===== src/hdl/apb_bridge_settings.svh =====
`ifndef APB_BRIDGE_SETTINGS_SVH
`define APB_BRIDGE_SETTINGS_SVH

// data width, shared by AXI and APB
`define BRIDGE_DATA_W 32

// byte address on both sides
`define BRIDGE_ADDR_W 20

// peripheral windows
`define APB_DEV_COUNT 8

// 4 KB per window
`define APB_DEV_IDX_LSB 12
`define APB_DEV_IDX_W 3

`endif

===== src/hdl/apb_bridge_pkg.sv =====
`default_nettype none

package apb_bridge_pkg;

    // BRESP / RRESP encoding, EXOKAY never returned
    typedef enum logic [1:0] {
        RESP_OKAY   = 2'b00,
        RESP_SLVERR = 2'b10,
        RESP_DECERR = 2'b11
    } axi_resp_t;

    // APB transfer phase
    typedef enum logic [1:0] {
        PH_IDLE   = 2'b00,
        PH_SETUP  = 2'b01,  // psel up, penable low
        PH_ACCESS = 2'b10   // penable up until pready
    } apb_phase_t;

endpackage

`default_nettype wire


===== src/hdl/apb_bridge_top.sv =====
`timescale 1ns/10ps
`default_nettype none
`include "apb_bridge_settings.svh"

module apb_bridge_top (
    input  wire                             S_AXI_ACLK,
    input  wire                             S_AXI_ARESETN,
    input  wire [`BRIDGE_ADDR_W-1:0]        s_axi_awaddr,
    input  wire [2:0]                       s_axi_awprot,
    input  wire                             s_axi_awvalid,
    output wire                             s_axi_awready,
    input  wire [`BRIDGE_DATA_W-1:0]        s_axi_wdata,
    input  wire [`BRIDGE_DATA_W/8-1:0]      s_axi_wstrb,
    input  wire                             s_axi_wvalid,
    output wire                             s_axi_wready,
    output wire apb_bridge_pkg::axi_resp_t  s_axi_bresp,
    output wire                             s_axi_bvalid,
    input  wire                             s_axi_bready,
    input  wire [`BRIDGE_ADDR_W-1:0]        s_axi_araddr,
    input  wire [2:0]                       s_axi_arprot,
    input  wire                             s_axi_arvalid,
    output wire                             s_axi_arready,
    output wire [`BRIDGE_DATA_W-1:0]        s_axi_rdata,
    output wire apb_bridge_pkg::axi_resp_t  s_axi_rresp,
    output wire                             s_axi_rvalid,
    input  wire                             s_axi_rready,
    output wire [`APB_DEV_COUNT-1:0]        psel,
    output wire                             penable,
    output wire [`BRIDGE_ADDR_W-1:0]        paddr,
    output wire                             pwrite,
    output wire [`BRIDGE_DATA_W-1:0]        pwdata,
    input  wire [`BRIDGE_DATA_W-1:0]        prdata [`APB_DEV_COUNT],
    input  wire [`APB_DEV_COUNT-1:0]        pready,
    input  wire [`APB_DEV_COUNT-1:0]        pslverr
);

    import apb_bridge_pkg::*;

    // prot and strobes have no APB counterpart here, taken and dropped

    wire                      start;
    wire                      is_write;
    wire [`BRIDGE_ADDR_W-1:0] req_addr;
    wire [`BRIDGE_DATA_W-1:0] req_wdata;
    wire [`APB_DEV_COUNT-1:0] dev_sel;
    wire                      dec_err;
    wire                      busy;
    wire                      dec_done;
    wire                      xfer_done;
    wire axi_resp_t           xfer_resp;
    wire [`BRIDGE_DATA_W-1:0] xfer_rdata;

    axi_lite_req u_req (
        .S_AXI_ACLK    (S_AXI_ACLK),
        .S_AXI_ARESETN (S_AXI_ARESETN),
        .s_axi_awaddr  (s_axi_awaddr),
        .s_axi_awvalid (s_axi_awvalid),
        .s_axi_awready (s_axi_awready),
        .s_axi_wdata   (s_axi_wdata),
        .s_axi_wvalid  (s_axi_wvalid),
        .s_axi_wready  (s_axi_wready),
        .s_axi_bresp   (s_axi_bresp),
        .s_axi_bvalid  (s_axi_bvalid),
        .s_axi_bready  (s_axi_bready),
        .s_axi_araddr  (s_axi_araddr),
        .s_axi_arvalid (s_axi_arvalid),
        .s_axi_arready (s_axi_arready),
        .s_axi_rdata   (s_axi_rdata),
        .s_axi_rresp   (s_axi_rresp),
        .s_axi_rvalid  (s_axi_rvalid),
        .s_axi_rready  (s_axi_rready),
        .busy          (busy),
        .xfer_done     (xfer_done),
        .dec_done      (dec_done),
        .xfer_resp     (xfer_resp),
        .xfer_rdata    (xfer_rdata),
        .start         (start),
        .is_write      (is_write),
        .req_addr      (req_addr),
        .req_wdata     (req_wdata)
    );

    apb_addr_decode u_decode (
        .req_addr (req_addr),
        .dev_sel  (dev_sel),
        .dec_err  (dec_err)
    );

    apb_master_seq u_seq (
        .S_AXI_ACLK    (S_AXI_ACLK),
        .S_AXI_ARESETN (S_AXI_ARESETN),
        .start         (start),
        .is_write      (is_write),
        .req_addr      (req_addr),
        .req_wdata     (req_wdata),
        .dev_sel       (dev_sel),
        .dec_err       (dec_err),
        .xfer_done     (xfer_done),
        .psel          (psel),
        .penable       (penable),
        .paddr         (paddr),
        .pwrite        (pwrite),
        .pwdata        (pwdata),
        .busy          (busy),
        .dec_done      (dec_done)
    );

    apb_resp_mux u_resp (
        .psel       (psel),
        .penable    (penable),
        .pwrite     (pwrite),
        .prdata     (prdata),
        .pready     (pready),
        .pslverr    (pslverr),
        .xfer_done  (xfer_done),
        .xfer_resp  (xfer_resp),
        .xfer_rdata (xfer_rdata)
    );

endmodule

`default_nettype wire


===== src/hdl/apb_resp_mux.sv =====
`timescale 1ns/10ps
`default_nettype none
`include "apb_bridge_settings.svh"

module apb_resp_mux (
    input  wire [`APB_DEV_COUNT-1:0]  psel,
    input  wire                       penable,
    input  wire                       pwrite,
    input  wire [`BRIDGE_DATA_W-1:0]  prdata [`APB_DEV_COUNT],
    input  wire [`APB_DEV_COUNT-1:0]  pready,
    input  wire [`APB_DEV_COUNT-1:0]  pslverr,
    output logic                      xfer_done,
    output apb_bridge_pkg::axi_resp_t xfer_resp,
    output logic [`BRIDGE_DATA_W-1:0] xfer_rdata
);

    import apb_bridge_pkg::*;

    logic [`BRIDGE_DATA_W-1:0] rdata_sel;
    logic                      slverr_hit;

    // psel is one-hot, so last match is the only match
    always_comb begin
        rdata_sel = '0;
        for (int i = 0; i < `APB_DEV_COUNT; i++) begin
            if (psel[i])
                rdata_sel = prdata[i];
        end
    end

    // other devices may drive pready/pslverr freely
    assign xfer_done  = penable & |(psel & pready);
    assign slverr_hit = |(psel & pslverr);

    assign xfer_resp  = slverr_hit ? RESP_SLVERR : RESP_OKAY;
    assign xfer_rdata = pwrite ? '0 : rdata_sel;

endmodule

`default_nettype wire


===== src/hdl/apb_master_seq.sv =====
`timescale 1ns/10ps
`default_nettype none
`include "apb_bridge_settings.svh"

module apb_master_seq (
    input  wire                       S_AXI_ACLK,
    input  wire                       S_AXI_ARESETN,
    input  wire                       start,
    input  wire                       is_write,
    input  wire [`BRIDGE_ADDR_W-1:0]  req_addr,
    input  wire [`BRIDGE_DATA_W-1:0]  req_wdata,
    input  wire [`APB_DEV_COUNT-1:0]  dev_sel,
    input  wire                       dec_err,
    input  wire                       xfer_done,
    output logic [`APB_DEV_COUNT-1:0] psel,
    output logic                      penable,
    output logic [`BRIDGE_ADDR_W-1:0] paddr,
    output logic                      pwrite,
    output logic [`BRIDGE_DATA_W-1:0] pwdata,
    output logic                      busy,
    output logic                      dec_done
);

    import apb_bridge_pkg::*;

    apb_phase_t phase;

    assign busy = (phase != PH_IDLE) | dec_done;

    always_ff @(posedge S_AXI_ACLK or negedge S_AXI_ARESETN) begin
        if (!S_AXI_ARESETN) begin
            phase    <= PH_IDLE;
            psel     <= '0;
            penable  <= 1'b0;
            dec_done <= 1'b0;
        end else begin
            dec_done <= 1'b0;
            case (phase)
                PH_IDLE: begin
                    if (start) begin
                        if (dec_err) begin
                            dec_done <= 1'b1;  // bus stays quiet
                        end else begin
                            phase <= PH_SETUP;
                            psel  <= dev_sel;
                        end
                    end
                end
                PH_SETUP: begin
                    phase   <= PH_ACCESS;
                    penable <= 1'b1;
                end
                PH_ACCESS: begin
                    if (xfer_done) begin  // selected pready
                        phase   <= PH_IDLE;
                        penable <= 1'b0;
                        psel    <= '0;
                    end
                end
                default: begin
                    phase   <= PH_IDLE;
                    penable <= 1'b0;
                    psel    <= '0;
                end
            endcase
        end
    end

    // request latched once, held through the whole transfer
    always_ff @(posedge S_AXI_ACLK) begin
        if (phase == PH_IDLE && start) begin
            paddr  <= req_addr;
            pwrite <= is_write;
            pwdata <= req_wdata;
        end
    end

    a_setup_before_access: assert property (@(posedge S_AXI_ACLK) disable iff (!S_AXI_ARESETN)
        $rose(penable) |-> $past(phase) == PH_SETUP && $past(psel) != '0 && $stable(psel));

    a_stable_in_wait: assert property (@(posedge S_AXI_ACLK) disable iff (!S_AXI_ARESETN)
        penable && !xfer_done |=> $stable(paddr) && $stable(pwrite) && $stable(psel));

endmodule

`default_nettype wire


===== src/hdl/apb_addr_decode.sv =====
`timescale 1ns/10ps
`default_nettype none
`include "apb_bridge_settings.svh"

module apb_addr_decode (
    input  wire [`BRIDGE_ADDR_W-1:0] req_addr,
    output logic [`APB_DEV_COUNT-1:0] dev_sel,
    output logic                      dec_err
);

    // first address bit above the device index
    localparam int IDX_HI = `APB_DEV_IDX_LSB + `APB_DEV_IDX_W;

    logic [`APB_DEV_IDX_W-1:0] dev_idx;

    assign dev_idx = req_addr[IDX_HI-1:`APB_DEV_IDX_LSB];
    assign dec_err = |req_addr[`BRIDGE_ADDR_W-1:IDX_HI];  // outside the window block

    always_comb begin
        dev_sel = '0;
        if (!dec_err)
            dev_sel[dev_idx] = 1'b1;
    end

endmodule

`default_nettype wire


===== src/hdl/axi_lite_req.sv =====
`timescale 1ns/10ps
`default_nettype none
`include "apb_bridge_settings.svh"

module axi_lite_req (
    input  wire                             S_AXI_ACLK,
    input  wire                             S_AXI_ARESETN,
    input  wire [`BRIDGE_ADDR_W-1:0]        s_axi_awaddr,
    input  wire                             s_axi_awvalid,
    output logic                            s_axi_awready,
    input  wire [`BRIDGE_DATA_W-1:0]        s_axi_wdata,
    input  wire                             s_axi_wvalid,
    output logic                            s_axi_wready,
    output apb_bridge_pkg::axi_resp_t       s_axi_bresp,
    output logic                            s_axi_bvalid,
    input  wire                             s_axi_bready,
    input  wire [`BRIDGE_ADDR_W-1:0]        s_axi_araddr,
    input  wire                             s_axi_arvalid,
    output logic                            s_axi_arready,
    output logic [`BRIDGE_DATA_W-1:0]       s_axi_rdata,
    output apb_bridge_pkg::axi_resp_t       s_axi_rresp,
    output logic                            s_axi_rvalid,
    input  wire                             s_axi_rready,
    input  wire                             busy,
    input  wire                             xfer_done,
    input  wire                             dec_done,
    input  wire apb_bridge_pkg::axi_resp_t  xfer_resp,
    input  wire [`BRIDGE_DATA_W-1:0]        xfer_rdata,
    output logic                            start,
    output logic                            is_write,
    output logic [`BRIDGE_ADDR_W-1:0]       req_addr,
    output logic [`BRIDGE_DATA_W-1:0]       req_wdata
);

    import apb_bridge_pkg::*;

    logic                      rst_done;
    logic                      aw_full;
    logic                      w_full;
    logic                      ar_full;
    logic                      wr_issued;   // write sent to APB, waiting for B handshake
    logic                      rd_issued;
    logic [`BRIDGE_ADDR_W-1:0] awaddr_q;
    logic [`BRIDGE_DATA_W-1:0] wdata_q;
    logic [`BRIDGE_ADDR_W-1:0] araddr_q;

    logic                      aw_hs;
    logic                      w_hs;
    logic                      ar_hs;
    logic                      b_hs;
    logic                      r_hs;
    logic [`BRIDGE_ADDR_W-1:0] wr_addr;
    logic [`BRIDGE_DATA_W-1:0] wr_data;
    logic [`BRIDGE_ADDR_W-1:0] rd_addr;
    logic                      wr_go;
    logic                      rd_go;
    logic                      issue;
    logic                      done;

    // readies drop on capture, come back after the response handshake
    assign s_axi_awready = rst_done & ~aw_full;
    assign s_axi_wready  = rst_done & ~w_full;
    assign s_axi_arready = rst_done & ~ar_full;

    assign aw_hs = s_axi_awvalid & s_axi_awready;
    assign w_hs  = s_axi_wvalid & s_axi_wready;
    assign ar_hs = s_axi_arvalid & s_axi_arready;
    assign b_hs  = s_axi_bvalid & s_axi_bready;
    assign r_hs  = s_axi_rvalid & s_axi_rready;

    // bypass so a request can start right after its handshake
    assign wr_addr = aw_full ? awaddr_q : s_axi_awaddr;
    assign wr_data = w_full ? wdata_q : s_axi_wdata;
    assign rd_addr = ar_full ? araddr_q : s_axi_araddr;

    assign wr_go = (aw_full | aw_hs) & (w_full | w_hs) & ~wr_issued;
    assign rd_go = (ar_full | ar_hs) & ~rd_issued;
    assign issue = (wr_go | rd_go) & ~start & ~busy;  // write wins below
    assign done  = xfer_done | dec_done;

    always_ff @(posedge S_AXI_ACLK or negedge S_AXI_ARESETN) begin
        if (!S_AXI_ARESETN) begin
            rst_done     <= 1'b0;
            aw_full      <= 1'b0;
            w_full       <= 1'b0;
            ar_full      <= 1'b0;
            wr_issued    <= 1'b0;
            rd_issued    <= 1'b0;
            start        <= 1'b0;
            is_write     <= 1'b0;
            s_axi_bvalid <= 1'b0;
            s_axi_rvalid <= 1'b0;
        end else begin
            rst_done <= 1'b1;
            start    <= issue;

            if (aw_hs)
                aw_full <= 1'b1;
            if (w_hs)
                w_full <= 1'b1;
            if (ar_hs)
                ar_full <= 1'b1;

            if (issue) begin
                is_write <= wr_go;
                if (wr_go)
                    wr_issued <= 1'b1;
                else
                    rd_issued <= 1'b1;
            end

            if (done && is_write)
                s_axi_bvalid <= 1'b1;
            if (done && !is_write)
                s_axi_rvalid <= 1'b1;

            if (b_hs) begin
                s_axi_bvalid <= 1'b0;
                aw_full      <= 1'b0;
                w_full       <= 1'b0;
                wr_issued    <= 1'b0;
            end
            if (r_hs) begin
                s_axi_rvalid <= 1'b0;
                ar_full      <= 1'b0;
                rd_issued    <= 1'b0;
            end
        end
    end

    always_ff @(posedge S_AXI_ACLK) begin
        if (aw_hs)
            awaddr_q <= s_axi_awaddr;
        if (w_hs)
            wdata_q <= s_axi_wdata;
        if (ar_hs)
            araddr_q <= s_axi_araddr;

        if (issue) begin
            req_addr <= wr_go ? wr_addr : rd_addr;
            if (wr_go)
                req_wdata <= wr_data;
        end

        if (done && is_write)
            s_axi_bresp <= dec_done ? RESP_DECERR : xfer_resp;
        if (done && !is_write) begin
            s_axi_rresp <= dec_done ? RESP_DECERR : xfer_resp;
            s_axi_rdata <= dec_done ? '0 : xfer_rdata;  // no read data on decode error
        end
    end

    a_no_start_when_busy: assert property (@(posedge S_AXI_ACLK) disable iff (!S_AXI_ARESETN)
        start |-> !busy);

    a_bvalid_held: assert property (@(posedge S_AXI_ACLK) disable iff (!S_AXI_ARESETN)
        s_axi_bvalid && !s_axi_bready |=> s_axi_bvalid && $stable(s_axi_bresp));

endmodule

`default_nettype wire


===== config.mk =====
export PLATFORM = sky130hd
export DESIGN_NAME = apb_bridge_top
export DESIGN_NICKNAME = d
export VERILOG_FILES = /design/src/hdl/apb_bridge_pkg.sv /design/src/hdl/apb_bridge_top.sv /design/src/hdl/apb_resp_mux.sv /design/src/hdl/apb_master_seq.sv /design/src/hdl/apb_addr_decode.sv /design/src/hdl/axi_lite_req.sv
export VERILOG_INCLUDE_DIRS = /design/src /design/src/hdl
export SDC_FILE = /design/constraint.sdc
export NUM_CORES = 1
export LEC_CHECK = 0
export BUFFER_PORTS_ARGS = -buffer_cell sky130_fd_sc_hd__buf_2
export CAP_MARGIN = 20
export CORE_AREA = 4 4 178 180
export CTS_CLUSTER_DIAMETER = 100
export DETAILED_ROUTE_END_ITERATION = 7
export DIE_AREA = 0 0 182 184
export GPL_TIMING_DRIVEN = 0
export SYNTH_ARGS = -nofsm -noshare
export SYNTH_HDL_FRONTEND = slang
export SYNTH_SLANG_ARGS = --single-unit

===== constraint.sdc =====
create_clock -name S_AXI_ACLK -period 2.8 [get_ports S_AXI_ACLK]
set_clock_uncertainty 0.2 [all_clocks]
set_input_delay 0 -clock S_AXI_ACLK [delete_from_list [all_inputs] [get_ports S_AXI_ACLK]]
set_output_delay 0 -clock S_AXI_ACLK [all_outputs]
set_load 0.005 [all_outputs]

==> results of run 1 <==
## cell families after synthesis
kind of cell | synth area share, %
flops | 68.9
mux | 5.56
buf+inv | 2.34
compound gates | 17.1
other cells | 0.0372
simple gates | 6.08
## metrics by stage
step                cells  worst slack [ns]
global placement     1561            -0.716
floorplan             712             0.206
detailed placement   1565             0.110
==> results_dict.tcl, run 1 <==
set metrics [dict create \
    cts_made_buffers 26 \
    fp.dieW_um 182 \
    clock-sinks 235 \
    synth.most_common_cell "edfxtp_1" \
    gp_congestion 0.952 \
    yosys-top-cells-count "edfxtp_1, nand2_1, clkbuf_1, a22oi_1" \
    outcome "stopped before the end" \
    postCtsSetupBuffers 0 \
    root_buffer "clkbuf_16" \
    synthTopCellsByArea "edfxtp_1, dfrtp_1, mux2_2" \
    syn_area_um2 10100 \
    lastStage "clock tree synthesis (4_1_cts)" \
    cts_max_level 1 \
    synth.avg_cell_area_um2 14.2 \
    dpl.hpwl_mm 29.5 \
    start_util_pct 33.4 \
    synth_cells 712 \
    postCtsHoldBufs 323 \
    yosysTopAreaCellShare_pct 63.4 \
    placed_cell_area_um2 13000 \
    async_reset_ff_share_pct 9.36 \
    synthFlopType "edfxtp_1" \
    post_cts_resized 0 \
    ys_seq_area_share_pct 68.9 \
    yosys_warnings 0 \
    port_buffers 453 \
    cts_buffer_depth 3 \
    synth_area_leader_cell "edfxtp_1" \
    firstError "[ERROR RSZ-0060] Max buffer count reached." \
    synth_cell_types 42 \
    synth-seq-cells 235 \
    synthesis.nets 1073 \
    rows 64 \
    die_h_um 184 \
    ios 464 \
    synth_edf_count 213 \
]
==> inputs of run 2 (changes only) <==
--- a/config.mk
+++ b/config.mk
@@ -8,11 +8,11 @@
 export LEC_CHECK = 0
 export BUFFER_PORTS_ARGS = -buffer_cell sky130_fd_sc_hd__buf_2
 export CAP_MARGIN = 20
-export CORE_AREA = 4 4 178 180
-export CTS_CLUSTER_DIAMETER = 100
+export CORE_AREA = 4 4 189 191
 export DETAILED_ROUTE_END_ITERATION = 7
-export DIE_AREA = 0 0 182 184
+export DIE_AREA = 0 0 193 195
 export GPL_TIMING_DRIVEN = 0
+export PLACE_DENSITY_LB_ADDON = 0.15
 export SYNTH_ARGS = -nofsm -noshare
 export SYNTH_HDL_FRONTEND = slang
 export SYNTH_SLANG_ARGS = --single-unit
==> constraint.sdc (replaced) <==
create_clock -name S_AXI_ACLK -period 3.6 [get_ports S_AXI_ACLK]
set_clock_uncertainty 0.2 [all_clocks]
set_input_delay 0 -clock S_AXI_ACLK [delete_from_list [all_inputs] [get_ports S_AXI_ACLK]]
set_output_delay 0 -clock S_AXI_ACLK [all_outputs]
set_load 0.005 [all_outputs]
==> results_dict.tcl, run 2 <==
set metrics [dict create \
    outcome "finished, final reports clean" \
    yosys_warnings 0 \
    critPathMaxFanout 10 \
    placed_cell_area_um2 13000 \
    synth_cells 712 \
    postRouteAntennaNets 0 \
    drt-total-wl_mm 42.1 \
    seqCellArea_um2 6950 \
    fp.dieW_um 193 \
    slowest_stage "dfrtp_1" \
    instances_no_fill 1971 \
    synthesis.nets 1073 \
    port_buffers 453 \
    rsz0062_at_grt "no" \
    min_period_ns 3.47 \
    fmax_mhz 288 \
    syn_area_um2 10100 \
    leakage_nw 6.44 \
    cts_buffer_depth 3 \
    dpl.hpwl_mm 30.7 \
    synth-seq-cells 235 \
    ys_seq_area_share_pct 68.9 \
    slew_headroom_pct 34.0 \
    crit_top_cell "dlygate4sd3_1" \
    finalCritPeriodShare_pct 96.4 \
    routed-via-count 9643 \
    max_stage_delay_ns 0.69 \
    clock-sinks 235 \
    final_common_cell "buf_2" \
    cts_tree "yes" \
    cts_max_level 1 \
    hold_viol_final 0 \
    layout_common_cells "buf_2, dlygate4sd3_1, edfxtp_1" \
    firstDrtPassIters 8 \
    num-fill-cells 3055 \
    core_um2 34100 \
    irDropWorstVdd_mv 0.439 \
    nNetsFinal 1847 \
    die_h_um 195 \
    syn_to_final_growth_pct 67.6 \
    async_reset_ff_share_pct 9.36 \
    finalSetupViolCount 0 \
    multiInputGateArea_um2 2930 \
    stdcell_area_um2 16900 \
    clock_latency_ns 0.55 \
    route.detailed.vias_per_inst 4.89 \
    grt_max_degree 33 \
    synthTopCellsByArea "edfxtp_1, dfrtp_1, mux2_2" \
    antenna_found_initial 10 \
    start_util_pct 29.6 \
    drt_iter0_drc 567 \
    cp.arrival_ns 3.69 \
    grt_usage_pct 21.0 \
    routedWlPerCell_um 21.3 \
    synth_area_leader_cell "edfxtp_1" \
    ios 464 \
    die-area_um2 37600 \
    rows 68 \
    max_cap_viol_count 0 \
    crit_path_end_kind "register" \
    crit_chain "nor2b_1 > clkbuf_1 > a222oi_1 > dlygate4sd3_1 > a31oi_1 > dlygate4sd3_1" \
    drc 0 \
    synth_edf_count 213 \
    yosys-top-cells-count "edfxtp_1, nand2_1, clkbuf_1, a22oi_1" \
    cp_data_required_time_ns 3.82 \
    cts_made_buffers 27 \
    start_kind "register" \
    clkSlewWorstSetupHoldPaths_ns 0.06 \
    path_class "reg2reg" \
    layout-drive-gt1-share_pct 37.4 \
    place_inst 1624 \
    grt_pass1_vias 10100 \
    postCtsSetupBuffers 0 \
    hold_class "in2reg" \
    gp_congestion 0.887 \
    synth_cell_types 42 \
    tightest_slew_ns 0.989 \
    maxSlewViolCount 0 \
    synth.most_common_cell "edfxtp_1" \
    overflow 0 \
    power_density_nw_per_um2 367 \
    synth.avg_cell_area_um2 14.2 \
    root_buffer "clkbuf_16" \
    synthFlopType "edfxtp_1" \
    grt_pass1_wl_mm 60.7 \
    fin_tns_setup_ns 0 \
    yosysTopAreaCellShare_pct 63.4 \
]
==> run 2: cell type report <==
type                    count  area share, %
clock inverters            17           1.13
clock buffers              33           4.37
plain buffers              54           1.32
flip-flops and latches    235           41.1
diodes                      9          0.133
well taps                 455           3.37
inverters                   4         0.0888
repair buffers            745           31.1
multi-input cells         419           17.3
==> run 2: critical path: cells and delay by family (launching register included) <==
kind                   cells  cell delay [ns]
buffers and inverters      3             1.64
AOI/OAI and AO/OA          2             0.35
DFF                        1             0.69
and+or+nand+nor            1             0.46
==> run 2: power by group <==
group	leakage, nW	total (mW)	switching [mW]	internal (mW)
Combinational	3.86	0.404	0.120	0.284
Sequential	2.13	2.95	0.00102	2.95
Clock	0.456	2.85	1.16	1.69
Total	6.44	6.20	1.28	4.92
==> run 2: what timing repair did <==
action                                  in CTS  in global routing
hold buffers                               284                  3
gates resized for setup                      0                  8
endpoints found under the setup margin       0                 11
hold endpoints to repair                   196                  2
==> run 2: metal layers <==
layer  vias up  GRT usage (%)  wire [um]
li1       4462              -          -
met1      4660           24.1      15900
met2       435           38.5      21900
met3        86           3.79       2740
met4         0           7.95       1510
met5         -              0          0
==> run 2: stage by stage <==
step	utilization [%]	hold WS [ns]	total power [mW]	worst slack, ns
after floorplan	-	-0.496	3.01	0.635
after global placement	37.9	-0.174	3.22	-0.814
after detailed placement	38.2	-0.167	3.22	0.757
after CTS	49.3	0.000630	6.27	0.0521
after global routing	49.5	0.0180	6.42	0.00194
final	49.5	0.0165	6.20	0.131
==> run 2: cells by family after synthesis <==
family	count (synthesis)	synth area share, %
AND/OR/NAND/NOR	131	6.08
buffers and inverters	58	2.34
multiplexers	52	5.56
AO/OA/AOI/OAI	235	17.1
other	1	0.0372
flip-flops	235	68.9
==> run 2: worst paths after layout <==
path / cells after the start / to / start / slack (ns)
setup reg to reg: 6 / u_req.s_axi_rdata[28] / u_seq.psel[4] / 0.13
hold / removal: 2 / u_req.awaddr_q[19] / s_axi_awaddr[19] / 0.02
setup / recovery: 6 / u_req.s_axi_rdata[28] / u_seq.psel[4] / 0.13
hold reg to reg: 0 / u_seq.pwdata[25] / u_req.req_wdata[25] / 0.21
min in group asynchronous: 4 / u_req.start / S_AXI_ARESETN / 0.30
max in group asynchronous: 4 / u_req.wr_issued / S_AXI_ARESETN / 2.75
Note: power is estimated with default switching activity, not from simulation.
